`src/logic/wt_cache_pkg.sv`:
```
package wt_cache_pkg;

   // Address and data geometry
   localparam int ADDR_W        = 16;  // Byte address space
   localparam int DATA_W        = 32;
   localparam int NBYTES_W      = 2;   // Byte select bits dropped from word addresses
   localparam int NLINES_W      = 4;   // 16 lines
   localparam int WORD_OFFSET_W = 2;   // 4 words per line
   localparam int TAG_W         = ADDR_W - NBYTES_W - NLINES_W - WORD_OFFSET_W;
   localparam int CTRL_ADDR_W   = 3;

   typedef logic [ADDR_W-NBYTES_W-1:0] word_addr_t;
   typedef logic [DATA_W-1:0]          data_t;
   typedef logic [2**NBYTES_W-1:0]     strb_t;
   typedef logic [TAG_W-1:0]           tag_t;
   typedef logic [NLINES_W-1:0]        index_t;
   typedef logic [WORD_OFFSET_W-1:0]   offset_t;
   typedef logic [CTRL_ADDR_W-1:0]     ctrl_addr_t;

   // Control register map, word addresses
   localparam ctrl_addr_t CTRL_RD_HIT     = 3'd0;  // Counters are read only
   localparam ctrl_addr_t CTRL_RD_MISS    = 3'd1;
   localparam ctrl_addr_t CTRL_WR_HIT     = 3'd2;
   localparam ctrl_addr_t CTRL_WR_MISS    = 3'd3;
   localparam ctrl_addr_t CTRL_STATUS     = 3'd4;  // Bit 0 is write idle
   localparam ctrl_addr_t CTRL_INVALIDATE = 3'd5;  // Write drops all lines
   localparam ctrl_addr_t CTRL_CLEAR      = 3'd6;  // Write zeroes the counters

   // Cache memory sequencer
   typedef enum logic [1:0] {
      MEM_IDLE,
      MEM_LOOKUP,  // Tag compare, hit answers here
      MEM_FILL,    // Four word reads from the back end
      MEM_WRITE    // Write-through in flight
   } mem_state_t;

   // Back-end port owner
   typedef enum logic {
      BE_IDLE,
      BE_BUSY
   } be_state_t;

endpackage

```
`src/logic/wt_cache.sv`:
```
`timescale 1ns/1ns

module wt_cache
   import wt_cache_pkg::*;
(
   input  logic                   clk,
   input  logic                   rst_n,
   // Host port
   input  logic                   req,
   input  logic [ADDR_W-NBYTES_W:0] addr,
   input  data_t                  wdata,
   input  strb_t                  wstrb,
   output data_t                  rdata,
   output logic                   ack,
   // Memory port
   output logic                   be_req,
   output word_addr_t             be_addr,
   output data_t                  be_wdata,
   output strb_t                  be_wstrb,
   input  data_t                  be_rdata,
   input  logic                   be_ack,
   // Invalidate and write-empty chain
   input  logic                   invalidate_in,
   output logic                   invalidate_out,
   input  logic                   wtb_empty_in,
   output logic                   wtb_empty_out
);

   // Front end to cache memory
   logic       data_req, data_ack;
   word_addr_t data_addr;
   data_t      data_wdata, data_rdata;
   strb_t      data_wstrb;

   // Front end to control
   logic       ctrl_req, ctrl_ack, ctrl_write;
   ctrl_addr_t ctrl_addr;
   data_t      ctrl_wdata, ctrl_rdata;
   logic       ctrl_invalidate;

   // Cache memory to back end
   logic       write_req, write_ack;
   word_addr_t write_addr;
   data_t      write_wdata;
   strb_t      write_wstrb;
   logic       read_req, read_ack;
   word_addr_t read_addr;
   data_t      read_rdata;

   // Event pulses and status
   logic       read_hit, read_miss, write_hit, write_miss, write_idle;

   assign invalidate_out = ctrl_invalidate | invalidate_in;  // Also drives our own flush
   assign wtb_empty_out  = write_idle & wtb_empty_in;

   wt_cache_front_end front_end_i (
      .clk        (clk),
      .rst_n      (rst_n),
      .req        (req),
      .addr       (addr),
      .wdata      (wdata),
      .wstrb      (wstrb),
      .rdata      (rdata),
      .ack        (ack),
      .data_req   (data_req),
      .data_addr  (data_addr),
      .data_wdata (data_wdata),
      .data_wstrb (data_wstrb),
      .data_rdata (data_rdata),
      .data_ack   (data_ack),
      .ctrl_req   (ctrl_req),
      .ctrl_addr  (ctrl_addr),
      .ctrl_wdata (ctrl_wdata),
      .ctrl_write (ctrl_write),
      .ctrl_rdata (ctrl_rdata),
      .ctrl_ack   (ctrl_ack)
   );

   wt_cache_memory cache_memory_i (
      .clk         (clk),
      .rst_n       (rst_n),
      .data_req    (data_req),
      .data_addr   (data_addr),
      .data_wdata  (data_wdata),
      .data_wstrb  (data_wstrb),
      .data_rdata  (data_rdata),
      .data_ack    (data_ack),
      .write_req   (write_req),
      .write_addr  (write_addr),
      .write_wdata (write_wdata),
      .write_wstrb (write_wstrb),
      .write_ack   (write_ack),
      .read_req    (read_req),
      .read_addr   (read_addr),
      .read_rdata  (read_rdata),
      .read_ack    (read_ack),
      .invalidate  (invalidate_out),
      .read_hit    (read_hit),
      .read_miss   (read_miss),
      .write_hit   (write_hit),
      .write_miss  (write_miss),
      .write_idle  (write_idle)
   );

   wt_cache_back_end back_end_i (
      .clk         (clk),
      .rst_n       (rst_n),
      .write_req   (write_req),
      .write_addr  (write_addr),
      .write_wdata (write_wdata),
      .write_wstrb (write_wstrb),
      .write_ack   (write_ack),
      .read_req    (read_req),
      .read_addr   (read_addr),
      .read_rdata  (read_rdata),
      .read_ack    (read_ack),
      .be_req      (be_req),
      .be_addr     (be_addr),
      .be_wdata    (be_wdata),
      .be_wstrb    (be_wstrb),
      .be_rdata    (be_rdata),
      .be_ack      (be_ack)
   );

   wt_cache_control control_i (
      .clk        (clk),
      .rst_n      (rst_n),
      .ctrl_req   (ctrl_req),
      .ctrl_addr  (ctrl_addr),
      .ctrl_wdata (ctrl_wdata),
      .ctrl_write (ctrl_write),
      .ctrl_rdata (ctrl_rdata),
      .ctrl_ack   (ctrl_ack),
      .read_hit   (read_hit),
      .read_miss  (read_miss),
      .write_hit  (write_hit),
      .write_miss (write_miss),
      .write_idle (write_idle),
      .invalidate (ctrl_invalidate)
   );

endmodule

```
`src/logic/wt_cache_back_end.sv`:
```
`timescale 1ns/1ns

module wt_cache_back_end
   import wt_cache_pkg::*;
(
   input  logic       clk,
   input  logic       rst_n,
   // Write channel
   input  logic       write_req,
   input  word_addr_t write_addr,
   input  data_t      write_wdata,
   input  strb_t      write_wstrb,
   output logic       write_ack,
   // Read channel
   input  logic       read_req,
   input  word_addr_t read_addr,
   output data_t      read_rdata,
   output logic       read_ack,
   // Memory port
   output logic       be_req,
   output word_addr_t be_addr,
   output data_t      be_wdata,
   output strb_t      be_wstrb,
   input  data_t      be_rdata,
   input  logic       be_ack
);

   be_state_t state;
   logic      owner_write;  // Transfer in flight belongs to the write channel
   logic      take_write;
   logic      take_read;

   // A channel still shows req in its ack cycle, so skip it then
   assign take_write = (state == BE_IDLE) & write_req & ~write_ack;
   assign take_read  = (state == BE_IDLE) & read_req & ~read_ack & ~take_write;

   always_ff @(posedge clk or negedge rst_n) begin
      if (!rst_n) begin
         state       <= BE_IDLE;
         owner_write <= 1'b0;
         write_ack   <= 1'b0;
         read_ack    <= 1'b0;
      end else begin
         write_ack <= 1'b0;  // Acks are single pulses
         read_ack  <= 1'b0;
         case (state)
            BE_IDLE: begin
               if (take_write || take_read) begin
                  state       <= BE_BUSY;
                  owner_write <= take_write;
               end
            end
            BE_BUSY: begin
               if (be_ack) begin
                  state     <= BE_IDLE;
                  write_ack <= owner_write;
                  read_ack  <= ~owner_write;
               end
            end
            default: state <= BE_IDLE;
         endcase
      end
   end

   // Latched transfer fields
   always_ff @(posedge clk) begin
      if (take_write) begin
         be_addr  <= write_addr;
         be_wdata <= write_wdata;
         be_wstrb <= write_wstrb;
      end else if (take_read) begin
         be_addr  <= read_addr;
         be_wdata <= '0;
         be_wstrb <= '0;   // Zero strobe is a read
      end
      if (state == BE_BUSY && be_ack) read_rdata <= be_rdata;
   end

   assign be_req = (state == BE_BUSY);

endmodule

```
`src/logic/wt_cache_control.sv`:
```
`timescale 1ns/1ns

module wt_cache_control
   import wt_cache_pkg::*;
(
   input  logic       clk,
   input  logic       rst_n,
   input  logic       ctrl_req,
   input  ctrl_addr_t ctrl_addr,
   input  data_t      ctrl_wdata,
   input  logic       ctrl_write,
   output data_t      ctrl_rdata,
   output logic       ctrl_ack,
   input  logic       read_hit,
   input  logic       read_miss,
   input  logic       write_hit,
   input  logic       write_miss,
   input  logic       write_idle,
   output logic       invalidate
);

   data_t      cnt [4];    // Same order as the counter addresses
   logic [3:0] events;
   logic       access;     // First cycle of a control access
   logic       do_clear;
   data_t      rdata_nxt;

   assign events   = {write_miss, write_hit, read_miss, read_hit};
   assign access   = ctrl_req & ~ctrl_ack;
   assign do_clear = access & ctrl_write & (ctrl_addr == CTRL_CLEAR);

   always_ff @(posedge clk or negedge rst_n) begin
      if (!rst_n) begin
         ctrl_ack   <= 1'b0;
         invalidate <= 1'b0;
         for (int i = 0; i < 4; i++) cnt[i] <= '0;
      end else begin
         ctrl_ack   <= access;  // Answer one cycle after the request shows
         invalidate <= access & ctrl_write & (ctrl_addr == CTRL_INVALIDATE);
         for (int i = 0; i < 4; i++) begin
            if (do_clear) cnt[i] <= '0;
            else if (events[i] && cnt[i] != '1) cnt[i] <= cnt[i] + 1'b1;  // Saturate
         end
      end
   end

   // Read decode, commands return zero
   always_comb begin
      rdata_nxt = '0;
      if (!ctrl_write) begin
         case (ctrl_addr)
            CTRL_RD_HIT:  rdata_nxt = cnt[0];
            CTRL_RD_MISS: rdata_nxt = cnt[1];
            CTRL_WR_HIT:  rdata_nxt = cnt[2];
            CTRL_WR_MISS: rdata_nxt = cnt[3];
            CTRL_STATUS:  rdata_nxt = data_t'(write_idle);
            default:      rdata_nxt = '0;
         endcase
      end
   end

   always_ff @(posedge clk) begin
      if (access) ctrl_rdata <= rdata_nxt;
   end

endmodule

```
`src/logic/wt_cache_front_end.sv`:
```
`timescale 1ns/1ns

module wt_cache_front_end
   import wt_cache_pkg::*;
(
   input  logic                   clk,
   input  logic                   rst_n,
   // Host side
   input  logic                   req,
   input  logic [ADDR_W-NBYTES_W:0] addr,  // Top bit picks the control space
   input  data_t                  wdata,
   input  strb_t                  wstrb,
   output data_t                  rdata,
   output logic                   ack,
   // Cache memory side
   output logic                   data_req,
   output word_addr_t             data_addr,
   output data_t                  data_wdata,
   output strb_t                  data_wstrb,
   input  data_t                  data_rdata,
   input  logic                   data_ack,
   // Control side
   output logic                   ctrl_req,
   output ctrl_addr_t             ctrl_addr,
   output data_t                  ctrl_wdata,
   output logic                   ctrl_write,
   input  data_t                  ctrl_rdata,
   input  logic                   ctrl_ack
);

   logic       busy;      // A request is held and not yet answered
   logic       sel_ctrl;  // Held request targets the control block
   word_addr_t addr_reg;
   data_t      wdata_reg;
   strb_t      wstrb_reg;
   logic       accept;

   assign accept = req & ~busy;  // New requests only while idle

   always_ff @(posedge clk or negedge rst_n) begin
      if (!rst_n) begin
         busy     <= 1'b0;
         sel_ctrl <= 1'b0;
      end else if (accept) begin
         busy     <= 1'b1;
         sel_ctrl <= addr[ADDR_W-NBYTES_W];
      end else if (ack) begin
         busy <= 1'b0;  // Done, free for the next one
      end
   end

   // Request payload, only meaningful while busy
   always_ff @(posedge clk) begin
      if (accept) begin
         addr_reg  <= addr[ADDR_W-NBYTES_W-1:0];
         wdata_reg <= wdata;
         wstrb_reg <= wstrb;
      end
   end

   assign data_req   = busy & ~sel_ctrl;
   assign data_addr  = addr_reg;
   assign data_wdata = wdata_reg;
   assign data_wstrb = wstrb_reg;

   assign ctrl_req   = busy & sel_ctrl;
   assign ctrl_addr  = addr_reg[CTRL_ADDR_W-1:0];  // Low word address bits only
   assign ctrl_wdata = wdata_reg;
   assign ctrl_write = |wstrb_reg;                 // Any strobe makes it a write

   // Answer from whichever target owns the request
   assign rdata = sel_ctrl ? ctrl_rdata : data_rdata;
   assign ack   = busy & (sel_ctrl ? ctrl_ack : data_ack);

endmodule

```
`src/logic/wt_cache_memory.sv`:
```
`timescale 1ns/1ns

module wt_cache_memory
   import wt_cache_pkg::*;
(
   input  logic       clk,
   input  logic       rst_n,
   // Front end
   input  logic       data_req,
   input  word_addr_t data_addr,
   input  data_t      data_wdata,
   input  strb_t      data_wstrb,
   output data_t      data_rdata,
   output logic       data_ack,
   // Back-end write channel
   output logic       write_req,
   output word_addr_t write_addr,
   output data_t      write_wdata,
   output strb_t      write_wstrb,
   input  logic       write_ack,
   // Back-end read channel
   output logic       read_req,
   output word_addr_t read_addr,
   input  data_t      read_rdata,
   input  logic       read_ack,
   // Control
   input  logic       invalidate,
   output logic       read_hit,
   output logic       read_miss,
   output logic       write_hit,
   output logic       write_miss,
   output logic       write_idle
);

   localparam int NLINES = 2**NLINES_W;
   localparam int NWORDS = 2**WORD_OFFSET_W;

   data_t             data_mem [NLINES][NWORDS];
   tag_t              tag_mem  [NLINES];
   logic [NLINES-1:0] valid;

   mem_state_t state;
   offset_t    fill_cnt;   // Next word of the line to fetch
   logic       fill_done;  // Lookup after a fill answers without counting

   // Address split, tag | index | offset
   tag_t    tag;
   index_t  idx;
   offset_t offset;
   logic    is_write;
   logic    hit;
   logic    in_lookup;
   data_t   merged;

   assign offset    = data_addr[WORD_OFFSET_W-1:0];
   assign idx       = data_addr[WORD_OFFSET_W +: NLINES_W];
   assign tag       = data_addr[WORD_OFFSET_W+NLINES_W +: TAG_W];
   assign is_write  = |data_wstrb;
   assign hit       = valid[idx] & (tag_mem[idx] == tag);
   assign in_lookup = (state == MEM_LOOKUP);

   // Strobed bytes over the cached word
   always_comb begin
      merged = data_mem[idx][offset];
      for (int b = 0; b < 2**NBYTES_W; b++) begin
         if (data_wstrb[b]) merged[8*b +: 8] = data_wdata[8*b +: 8];
      end
   end

   always_ff @(posedge clk or negedge rst_n) begin
      if (!rst_n) begin
         state     <= MEM_IDLE;
         fill_cnt  <= '0;
         fill_done <= 1'b0;
         valid     <= '0;
      end else begin
         case (state)
            MEM_IDLE: begin
               if (data_req) state <= MEM_LOOKUP;
            end
            MEM_LOOKUP: begin
               if (is_write) begin
                  state <= MEM_WRITE;           // Hit or miss, always go through
               end else if (hit || fill_done) begin
                  state     <= MEM_IDLE;
                  fill_done <= 1'b0;
               end else begin
                  state    <= MEM_FILL;
                  fill_cnt <= '0;
               end
            end
            MEM_FILL: begin
               if (read_ack) begin
                  fill_cnt <= fill_cnt + 1'b1;
                  if (fill_cnt == offset_t'(NWORDS-1)) begin
                     valid[idx] <= 1'b1;       // Line complete
                     fill_done  <= 1'b1;
                     state      <= MEM_LOOKUP;
                  end
               end
            end
            MEM_WRITE: begin
               if (write_ack) state <= MEM_IDLE;
            end
            default: state <= MEM_IDLE;
         endcase
         if (invalidate) valid <= '0;  // Wins over a line being set
      end
   end

   // Line storage
   always_ff @(posedge clk) begin
      if (in_lookup && is_write && hit) data_mem[idx][offset] <= merged;
      if (state == MEM_FILL && read_ack) begin
         data_mem[idx][fill_cnt] <= read_rdata;
         if (fill_cnt == offset_t'(NWORDS-1)) tag_mem[idx] <= tag;
      end
   end

   assign data_rdata = data_mem[idx][offset];
   assign data_ack   = (in_lookup & ~is_write & (hit | fill_done))
                     | ((state == MEM_WRITE) & write_ack);

   // Write-through of the host word as given
   assign write_req   = (state == MEM_WRITE);
   assign write_addr  = data_addr;
   assign write_wdata = data_wdata;
   assign write_wstrb = data_wstrb;

   // Line fill, offsets 0 to 3 in order
   assign read_req  = (state == MEM_FILL);
   assign read_addr = {tag, idx, fill_cnt};

   // One-cycle event pulses, fill replays are not counted
   assign read_hit   = in_lookup & ~is_write & hit & ~fill_done;
   assign read_miss  = in_lookup & ~is_write & ~hit & ~fill_done;
   assign write_hit  = in_lookup & is_write & hit;
   assign write_miss = in_lookup & is_write & ~hit;
   assign write_idle = (state != MEM_WRITE);

endmodule

```
`config.mk`:
```
export PLATFORM = sky130hd
export DESIGN_NAME = wt_cache
export DESIGN_NICKNAME = d
export VERILOG_FILES = /design/src/logic/wt_cache_pkg.sv /design/src/logic/wt_cache.sv /design/src/logic/wt_cache_back_end.sv /design/src/logic/wt_cache_control.sv /design/src/logic/wt_cache_front_end.sv /design/src/logic/wt_cache_memory.sv
export SDC_FILE = /design/constraint.sdc
export NUM_CORES = 2
export LEC_CHECK = 0
export BUFFER_PORTS_ARGS = -buffer_cell sky130_fd_sc_hd__buf_2
export CAP_MARGIN = 20
export CELL_PAD_IN_SITES_DETAIL_PLACEMENT = 0
export CELL_PAD_IN_SITES_GLOBAL_PLACEMENT = 1
export CORE_MARGIN = 8
export CORE_UTILIZATION = 55
export DETAILED_ROUTE_END_ITERATION = 7
export PLACE_DENSITY_LB_ADDON = 0.1
export SLEW_MARGIN = 25
export SYNTH_ARGS = -nofsm -noshare
export SYNTH_HDL_FRONTEND = slang
export SYNTH_HIERARCHICAL = 1
export SYNTH_SLANG_ARGS = --single-unit
```
`constraint.sdc`:
```
create_clock -name clk -period 5 [get_ports clk]
set_input_delay 0.25 -clock clk [delete_from_list [all_inputs] [get_ports clk]]
set_output_delay 0.25 -clock clk [all_outputs]
set_load 0.01 [all_outputs]
```
=== After elaboration in Yosys (flattened, before gate mapping) ===
Memory sizes are Yosys's and may differ from the RTL's. A register that Yosys moved wholly into a read port is not among the register bits.
Index checks and enable logic that the tools add are counted.
W data, S select, Z words.

* Add/subtract/negate cells: 5
* Order comparisons: 6
* Equal/unequal tests: 23
* Muxes and demuxes: 198
* Bitwise gates (word level): 170
* Reduce and logical (&&, ||, !) cells: 31

{| class="wikitable"
|+ Operators with widths
! kind !! count
|-
| $mux W32 || 15
|-
| $mux W128 || 2
|-
| $pmux W32 S5 || 1
|-
| $mux W1 || 148
|-
| $or A1 B1 Y1 || 131
|-
| $add A32 B1 Y32 const B || 4
|-
| $demux W32 S2 || 2
|-
| $ne A32 B32 Y1 const B || 4
|-
| $bmux W32 S2 || 1
|-
| $mux W16 || 4
|-
| $mux W8 || 4
|-
| $mux W14 || 2
|-
| $and A1 B1 Y1 || 25
|-
| $reduce_bool A2 Y1 || 10
|-
| $mux W2 || 9
|-
| $mux W4 || 4
|-
| $or A16 B16 Y16 || 1
|-
| $ne A2 B2 Y1 const B || 7
|-
| $logic_and A1 B1 Y1 || 11
|-
| $not A1 Y1 || 11
|-
| $eq A3 B3 Y1 const B || 3
|-
| $eq A8 B8 Y1 || 1
|-
| $pmux W2 S4 || 1
|-
| $reduce_and A4 Y1 || 2
|-
| other kinds (22) || 30
|}

* Flip-flop bits (word level): 321
* RAM bits: 2176
* Input port bits: 89
* Output and inout port bits: 86
* Logic and storage cells: 459
* Memories: 2

{| class="wikitable"
|+ Memories
! name !! words !! bits a word !! read ports !! clocked after Yosys merged registers in !! wr ports !! RTL line !! RTL
|-
| cache_memory_i.data_mem || 16 || 128 || 1 || 1 || 1 || wt_cache_memory.sv:38 || <nowiki>data_t data_mem [NLINES][NWORDS];</nowiki>
|-
| cache_memory_i.tag_mem || 16 || 8 || 1 || 1 || 1 || wt_cache_memory.sv:39 || <nowiki>tag_t tag_mem [NLINES];</nowiki>
|}

=== Depth between registers and ports, before layout ===
* Depth in word-level cells: 10
* Depth in mapped cells: 16
* Depth with buffers taken out: 12

=== Modules after synthesis ===
The synthesis kept the hierarchy.

{| class="wikitable"
|+ By module, submodules not included
! module !! instances !! cells an instance !! area an instance (µm²) !! seq. area each (µm²)
|-
| wt_cache_memory || 1 || 3727 || 85975.0 || 65868.2
|-
| wt_cache_control || 1 || 965 || 9183.8 || 4214.0
|-
| wt_cache_back_end || 1 || 152 || 3075.4 || 2562.5
|-
| wt_cache_front_end || 1 || 131 || 2402.3 || 1551.5
|-
| wt_cache || 1 || 2 || 12.5 || 0.0
|}

=== Worst setup path after synthesis ===
No wires, ideal clock.

* Path type: register to register
* From: register front_end_i.addr_reg[2] (netlist: front_end_i/data_addr[2])
* To: memory cache_memory_i/data_mem[13][0] in the netlist's numbering, enable pin
* Library setup time: 0.421 ns
* Data arrival time: 4.182 ns
* Data required time: 4.579 ns
* Setup slack: 0.396 ns
* Cell stages (with the launch flop): 13
* Path buffers: 5
* Period minus slack after synthesis: 4.604 ns
* Cells stage by stage: edfxtp_1 buf_4 buf_2 buf_2 buf_2 mux2i_1 xnor2_1 nor4_1 a31oi_1 nor4_4 a41oi_4 buf_6 nor2_1

* Longest elaborated chain between the ends: 7

{| class="wikitable"
|+ RTL lines
! what !! RTL line !! RTL
|-
| start: declaration || wt_cache_front_end.sv:33 || <nowiki>word_addr_t addr_reg;</nowiki>
|-
| start signal: assignment || wt_cache_front_end.sv:55 || <nowiki>addr_reg <= addr[ADDR_W-NBYTES_W-1:0];</nowiki>
|-
| $bmux W1 S4 || wt_cache_memory.sv:59 || <nowiki>assign hit = valid[idx] & (tag_mem[idx] == tag);</nowiki>
|-
| $mux W1 (not written as such) || wt_cache_memory.sv:59 ||
|-
| $and A1 B1 Y1 || wt_cache_memory.sv:59 ||
|-
| $logic_and A1 B1 Y1 || wt_cache_memory.sv:113 || <nowiki>if (in_lookup && is_write && hit) data_mem[idx][offset] <= merged;</nowiki>
|-
| $mux W1 || wt_cache_memory.sv:113 ||
|-
| $mux W128 (not written as such) || wt_cache_memory.sv:113 ||
|-
| $or A1 B1 Y1 (no source line) || -- ||
|-
| end: declaration || wt_cache_memory.sv:38 ||
|}

Several ways; a longest one is shown, not always the timed one. The select of a mux whose other input is x is not followed.

==> results.toml <==
[timing]
timing.final.crit_period_ns = 4.86
fin_worst_skew_ns = 0.0565
timing.final.setup_violations = 0
final-max-slew-violation-count = 0
worst_slew_margin_rel_pct = 28.9
timing.final.crit_share_pct = 97.1
slew_of_the_pin_with_the_lowest_slew_margin_ns = 1.07
timing.final.hold_violations = 0
achievable-frequency_mhz = 206
rsz0062_at_grt = "no"
fin_ws_ns = 0.144
finalSetupTns_ns = 0

[clock_network]
cts_num_sinks = 2497
numCtsBuffers = 274
clock_latency_late_sink_ns = 0.92
cts.root.buffer_cell = "sky130_fd_sc_hd__clkbuf_16"
clkTransAtPathRegs_ns = 0.06
clock_path_buffers = 4
htreeDepth = 5
tritoncts = "built"

[global_routing]
largest_net_degree_at_the_start_of_global_routing = 120
grt_antenna_before_repair = 15
first_global_vias = 52402
grt.total_usage_pct = 29.0
grt-ovfl-total = 0
grt_first_pass_wirelength_mm = 404

[setup_path]
r2r_start = "front_end_i/data_addr[3]"
cp_data_arrival_time_ns = 4.61
worstSetupStartpointType = "flip-flop"
kind_of_critical_path = "reg -> out"
startpoint = "front_end_i/data_addr[3]"
critical_path.max_fanout = 33
setup.worst_path.end_class = "primary output"
worstPathRequired_ns = 4.75

[synthesis]
yosys.cell_types.count = 93
syn_nets = 5074
ys_seq_area_share_pct = 73.7
synth_simple_gate_area_share_pct = 3.83
synth_seq_cells = 2497
cell_count_after_synthesis = 4977
synth-compound-area-share_pct = 2.93
synth_top_area_cell = "sky130_fd_sc_hd__edfxtp_1"
synth_area_per_cell_um2 = 20.2
asyncSetResetFlopFracSynth_pct = 6.29
synthDominantCellAreaShare_pct = 69.8
synth_mux_area_share_pct = 16.9
number_of_flops_mapped_to_enable_cells_by_yosys = 2340
yosysWarnings = 6
synthXorXnorAreaFrac_pct = 0.426
largest_family_of_logic_cells_by_synthesized_area = "multiplexers"
yosys.area_share.adder_pct = 0.0995
synth_area_mm2 = 0.101
synth.top_cells.by_area = "sky130_fd_sc_hd__edfxtp_1 70%, sky130_fd_sc_hd__mux4_2 15%, sky130_fd_sc_hd__dfrtp_1 3.9%"
synth_ff_type = "sky130_fd_sc_hd__edfxtp_1"

[routing]
route.vias.total = 53029
drt_first_pass_iters = 6
wire_per_inst_um = 35.7
routed_wirelength_mm = 288
drc_errors = 0
drtIter0Drc = 6601
post_drt_via_cell_ratio = 6.59
postRouteAntennaNets = 0

[place]
port-buffer-count = 174
routabilityCongestion = 0.873
preCtsSetupSlack_ns = 0.165
dpl.hpwl_mm = 179
numPlacedInstances = 7487

[final_layout]
final_layout_size_suffix_gt1_share_pct = 32.0
fin_cells = 8052
nets = 5576
postLayoutCoreUtil_pct = 64.0
area_growth_pct = 16.0

[power_and_ir_drop]
powerDensity_mw_per_mm2 = 471
cell_leakage_power_nw = 38.1
vdd_drop_max_mv = 0.380
total_power_mw = 55.0

[floorplanning]
placement_rows = 157
io_pins = 175
horizontal_extent_of_the_die_um = 444
floorplan.die_area_mm2 = 0.197
dieHeight_um = 444
initial_core_util_pct = 55.2
core_area_mm2 = 0.182

[status]
run_status = "completed"

[min_path]
holdCritPathClass = "in -> async"

[job]
maxcap_viol_count = 0
## synthesized netlist by cell type (14+ instances only)
library cell               count
sky130_fd_sc_hd__a21oi_1     227
sky130_fd_sc_hd__a22oi_1      66
sky130_fd_sc_hd__a31oi_1      16
sky130_fd_sc_hd__and2_1       35
sky130_fd_sc_hd__and3_1       21
sky130_fd_sc_hd__and4_1       17
sky130_fd_sc_hd__buf_1        60
sky130_fd_sc_hd__buf_2        75
sky130_fd_sc_hd__buf_4        98
sky130_fd_sc_hd__clkbuf_1    127
sky130_fd_sc_hd__dfrtp_1     157
sky130_fd_sc_hd__edfxtp_1   2340
sky130_fd_sc_hd__inv_1        26
sky130_fd_sc_hd__mux2_2       28
sky130_fd_sc_hd__mux2_4       27
sky130_fd_sc_hd__mux2i_1      57
sky130_fd_sc_hd__mux4_2      688
sky130_fd_sc_hd__nand2_1     106
sky130_fd_sc_hd__nand3_1      60
sky130_fd_sc_hd__nand4_1      42
sky130_fd_sc_hd__nor2_1      313
sky130_fd_sc_hd__nor2b_1      14
sky130_fd_sc_hd__o21ai_0      42
sky130_fd_sc_hd__o31ai_1      22
sky130_fd_sc_hd__or3_1        35
sky130_fd_sc_hd__or4_1        30
sky130_fd_sc_hd__xnor2_1      39
## where the power goes
group	internal, mW	switching, mW	total [mW]
logic	3.43	6.14	9.57
clock network	11.5	7.94	19.5
registers	25.4	0.498	25.9
total	40.4	14.6	55.0
## area by class of cell
class                      count  area (µm²)
antenna                        8        20.0
clock buffer                 338        7220
clock inverter               118        1210
fill                       12382       65700
inverter                      26        97.6
multi-input combinational   2078       25200
sequential                  2497       74200
tap                         2385        2980
timing repair buffer         602        5800
## worst paths after layout
check	slack, ns	cells after the start	to
setup / recovery	0.14	10	rdata[26]
min in group clk	0.05	2	back_end_i/read_rdata[7]
hold / removal	0.05	2	control_i/cnt[35]
setup reg to reg	0.47	15	control_i/cnt[123]
max in group asynchronous	3.87	3	control_i/cnt[36]
hold reg to reg	0.46	1	back_end_i/read_ack
## logic make-up after synthesis
kind of cell	after synthesis
adder cells (fa/ha/maj)	8
multiplexers	809
AND/OR/NAND/NOR	756
AO/OA/AOI/OAI	456
XOR/XNOR	49
flip-flops	2497
buffers and inverters	402
## through the flow
stage	hold WS [ns]	area [µm²]
after detailed placement	0.395	107000
after global placement	0.398	107000
after CTS	0.0000804	116000
final	0.0473	117000
after floorplan	-0.0456	101000
after global routing	0.0243	117000
## critical path: stages (launching register included)
cell	delay, ns
sky130_fd_sc_hd__edfxtp_1	0.39
sky130_fd_sc_hd__buf_12	0.24
sky130_fd_sc_hd__buf_12	0.25
sky130_fd_sc_hd__buf_6	0.25
sky130_fd_sc_hd__buf_16	0.23
sky130_fd_sc_hd__mux4_2	0.34
sky130_fd_sc_hd__mux4_2	0.68
sky130_fd_sc_hd__mux4_2	0.60
sky130_fd_sc_hd__buf_4	0.21
sky130_fd_sc_hd__mux2_4	0.27
sky130_fd_sc_hd__buf_2	0.14
## repair_timing
action	in CTS	in global routing
endpoints found under the setup margin	25	5
gates resized for setup	11	2
endpoints found under the hold margin	170	0
buffers inserted	1	1
hold buffers	92	0
cloned	6	0
pin swaps	0	1
## metal layers
| metal | global-route usage [%] | wire length [µm] |
|---|---|---|
| met1 | 40.3 | 112000 |
| met2 | 45.6 | 136000 |
| met3 | 6.53 | 26700 |
| met4 | 10.9 | 13200 |
| met5 | 0 | 27 |
## placed cells by master (no fill, tap or decap), types with 30 or more instances in the layout
cell,count
sky130_fd_sc_hd__dfrtp_1,156
sky130_fd_sc_hd__o21ai_0,42
sky130_fd_sc_hd__nor2_1,245
sky130_fd_sc_hd__mux4_2,688
sky130_fd_sc_hd__buf_12,93
sky130_fd_sc_hd__mux2i_1,57
sky130_fd_sc_hd__buf_4,225
sky130_fd_sc_hd__or3_1,35
sky130_fd_sc_hd__and2_1,35
sky130_fd_sc_hd__nand3_1,58
sky130_fd_sc_hd__a21oi_2,68
sky130_fd_sc_hd__edfxtp_1,2340
sky130_fd_sc_hd__or4_1,30
sky130_fd_sc_hd__a22oi_1,66
sky130_fd_sc_hd__buf_2,174
sky130_fd_sc_hd__nand2_1,103
sky130_fd_sc_hd__clkinv_1,47
sky130_fd_sc_hd__dlygate4sd3_1,92
sky130_fd_sc_hd__clkbuf_16,279
sky130_fd_sc_hd__xnor2_1,39
sky130_fd_sc_hd__clkinv_2,37
sky130_fd_sc_hd__nor2_4,64
sky130_fd_sc_hd__nand4_1,42
sky130_fd_sc_hd__clkbuf_1,57
sky130_fd_sc_hd__a21oi_1,158
## flip-flops by register name, summed over array words and instances (netlist names), 2 cells and up
name / count
cache_memory_i/data_mem: 2048
front_end_i/data_wstrb: 4
back_end_i/be_addr: 14
cache_memory_i/state: 2
back_end_i/be_wstrb: 4
cache_memory_i/valid: 16
cache_memory_i/fill_cnt: 2
front_end_i/ctrl_wdata: 32
control_i/ctrl_rdata: 32
cache_memory_i/tag_mem: 128
back_end_i/read_rdata: 32
front_end_i/data_addr: 14
control_i/cnt: 128
back_end_i/be_wdata: 32
(Power assumes the default switching activity.)
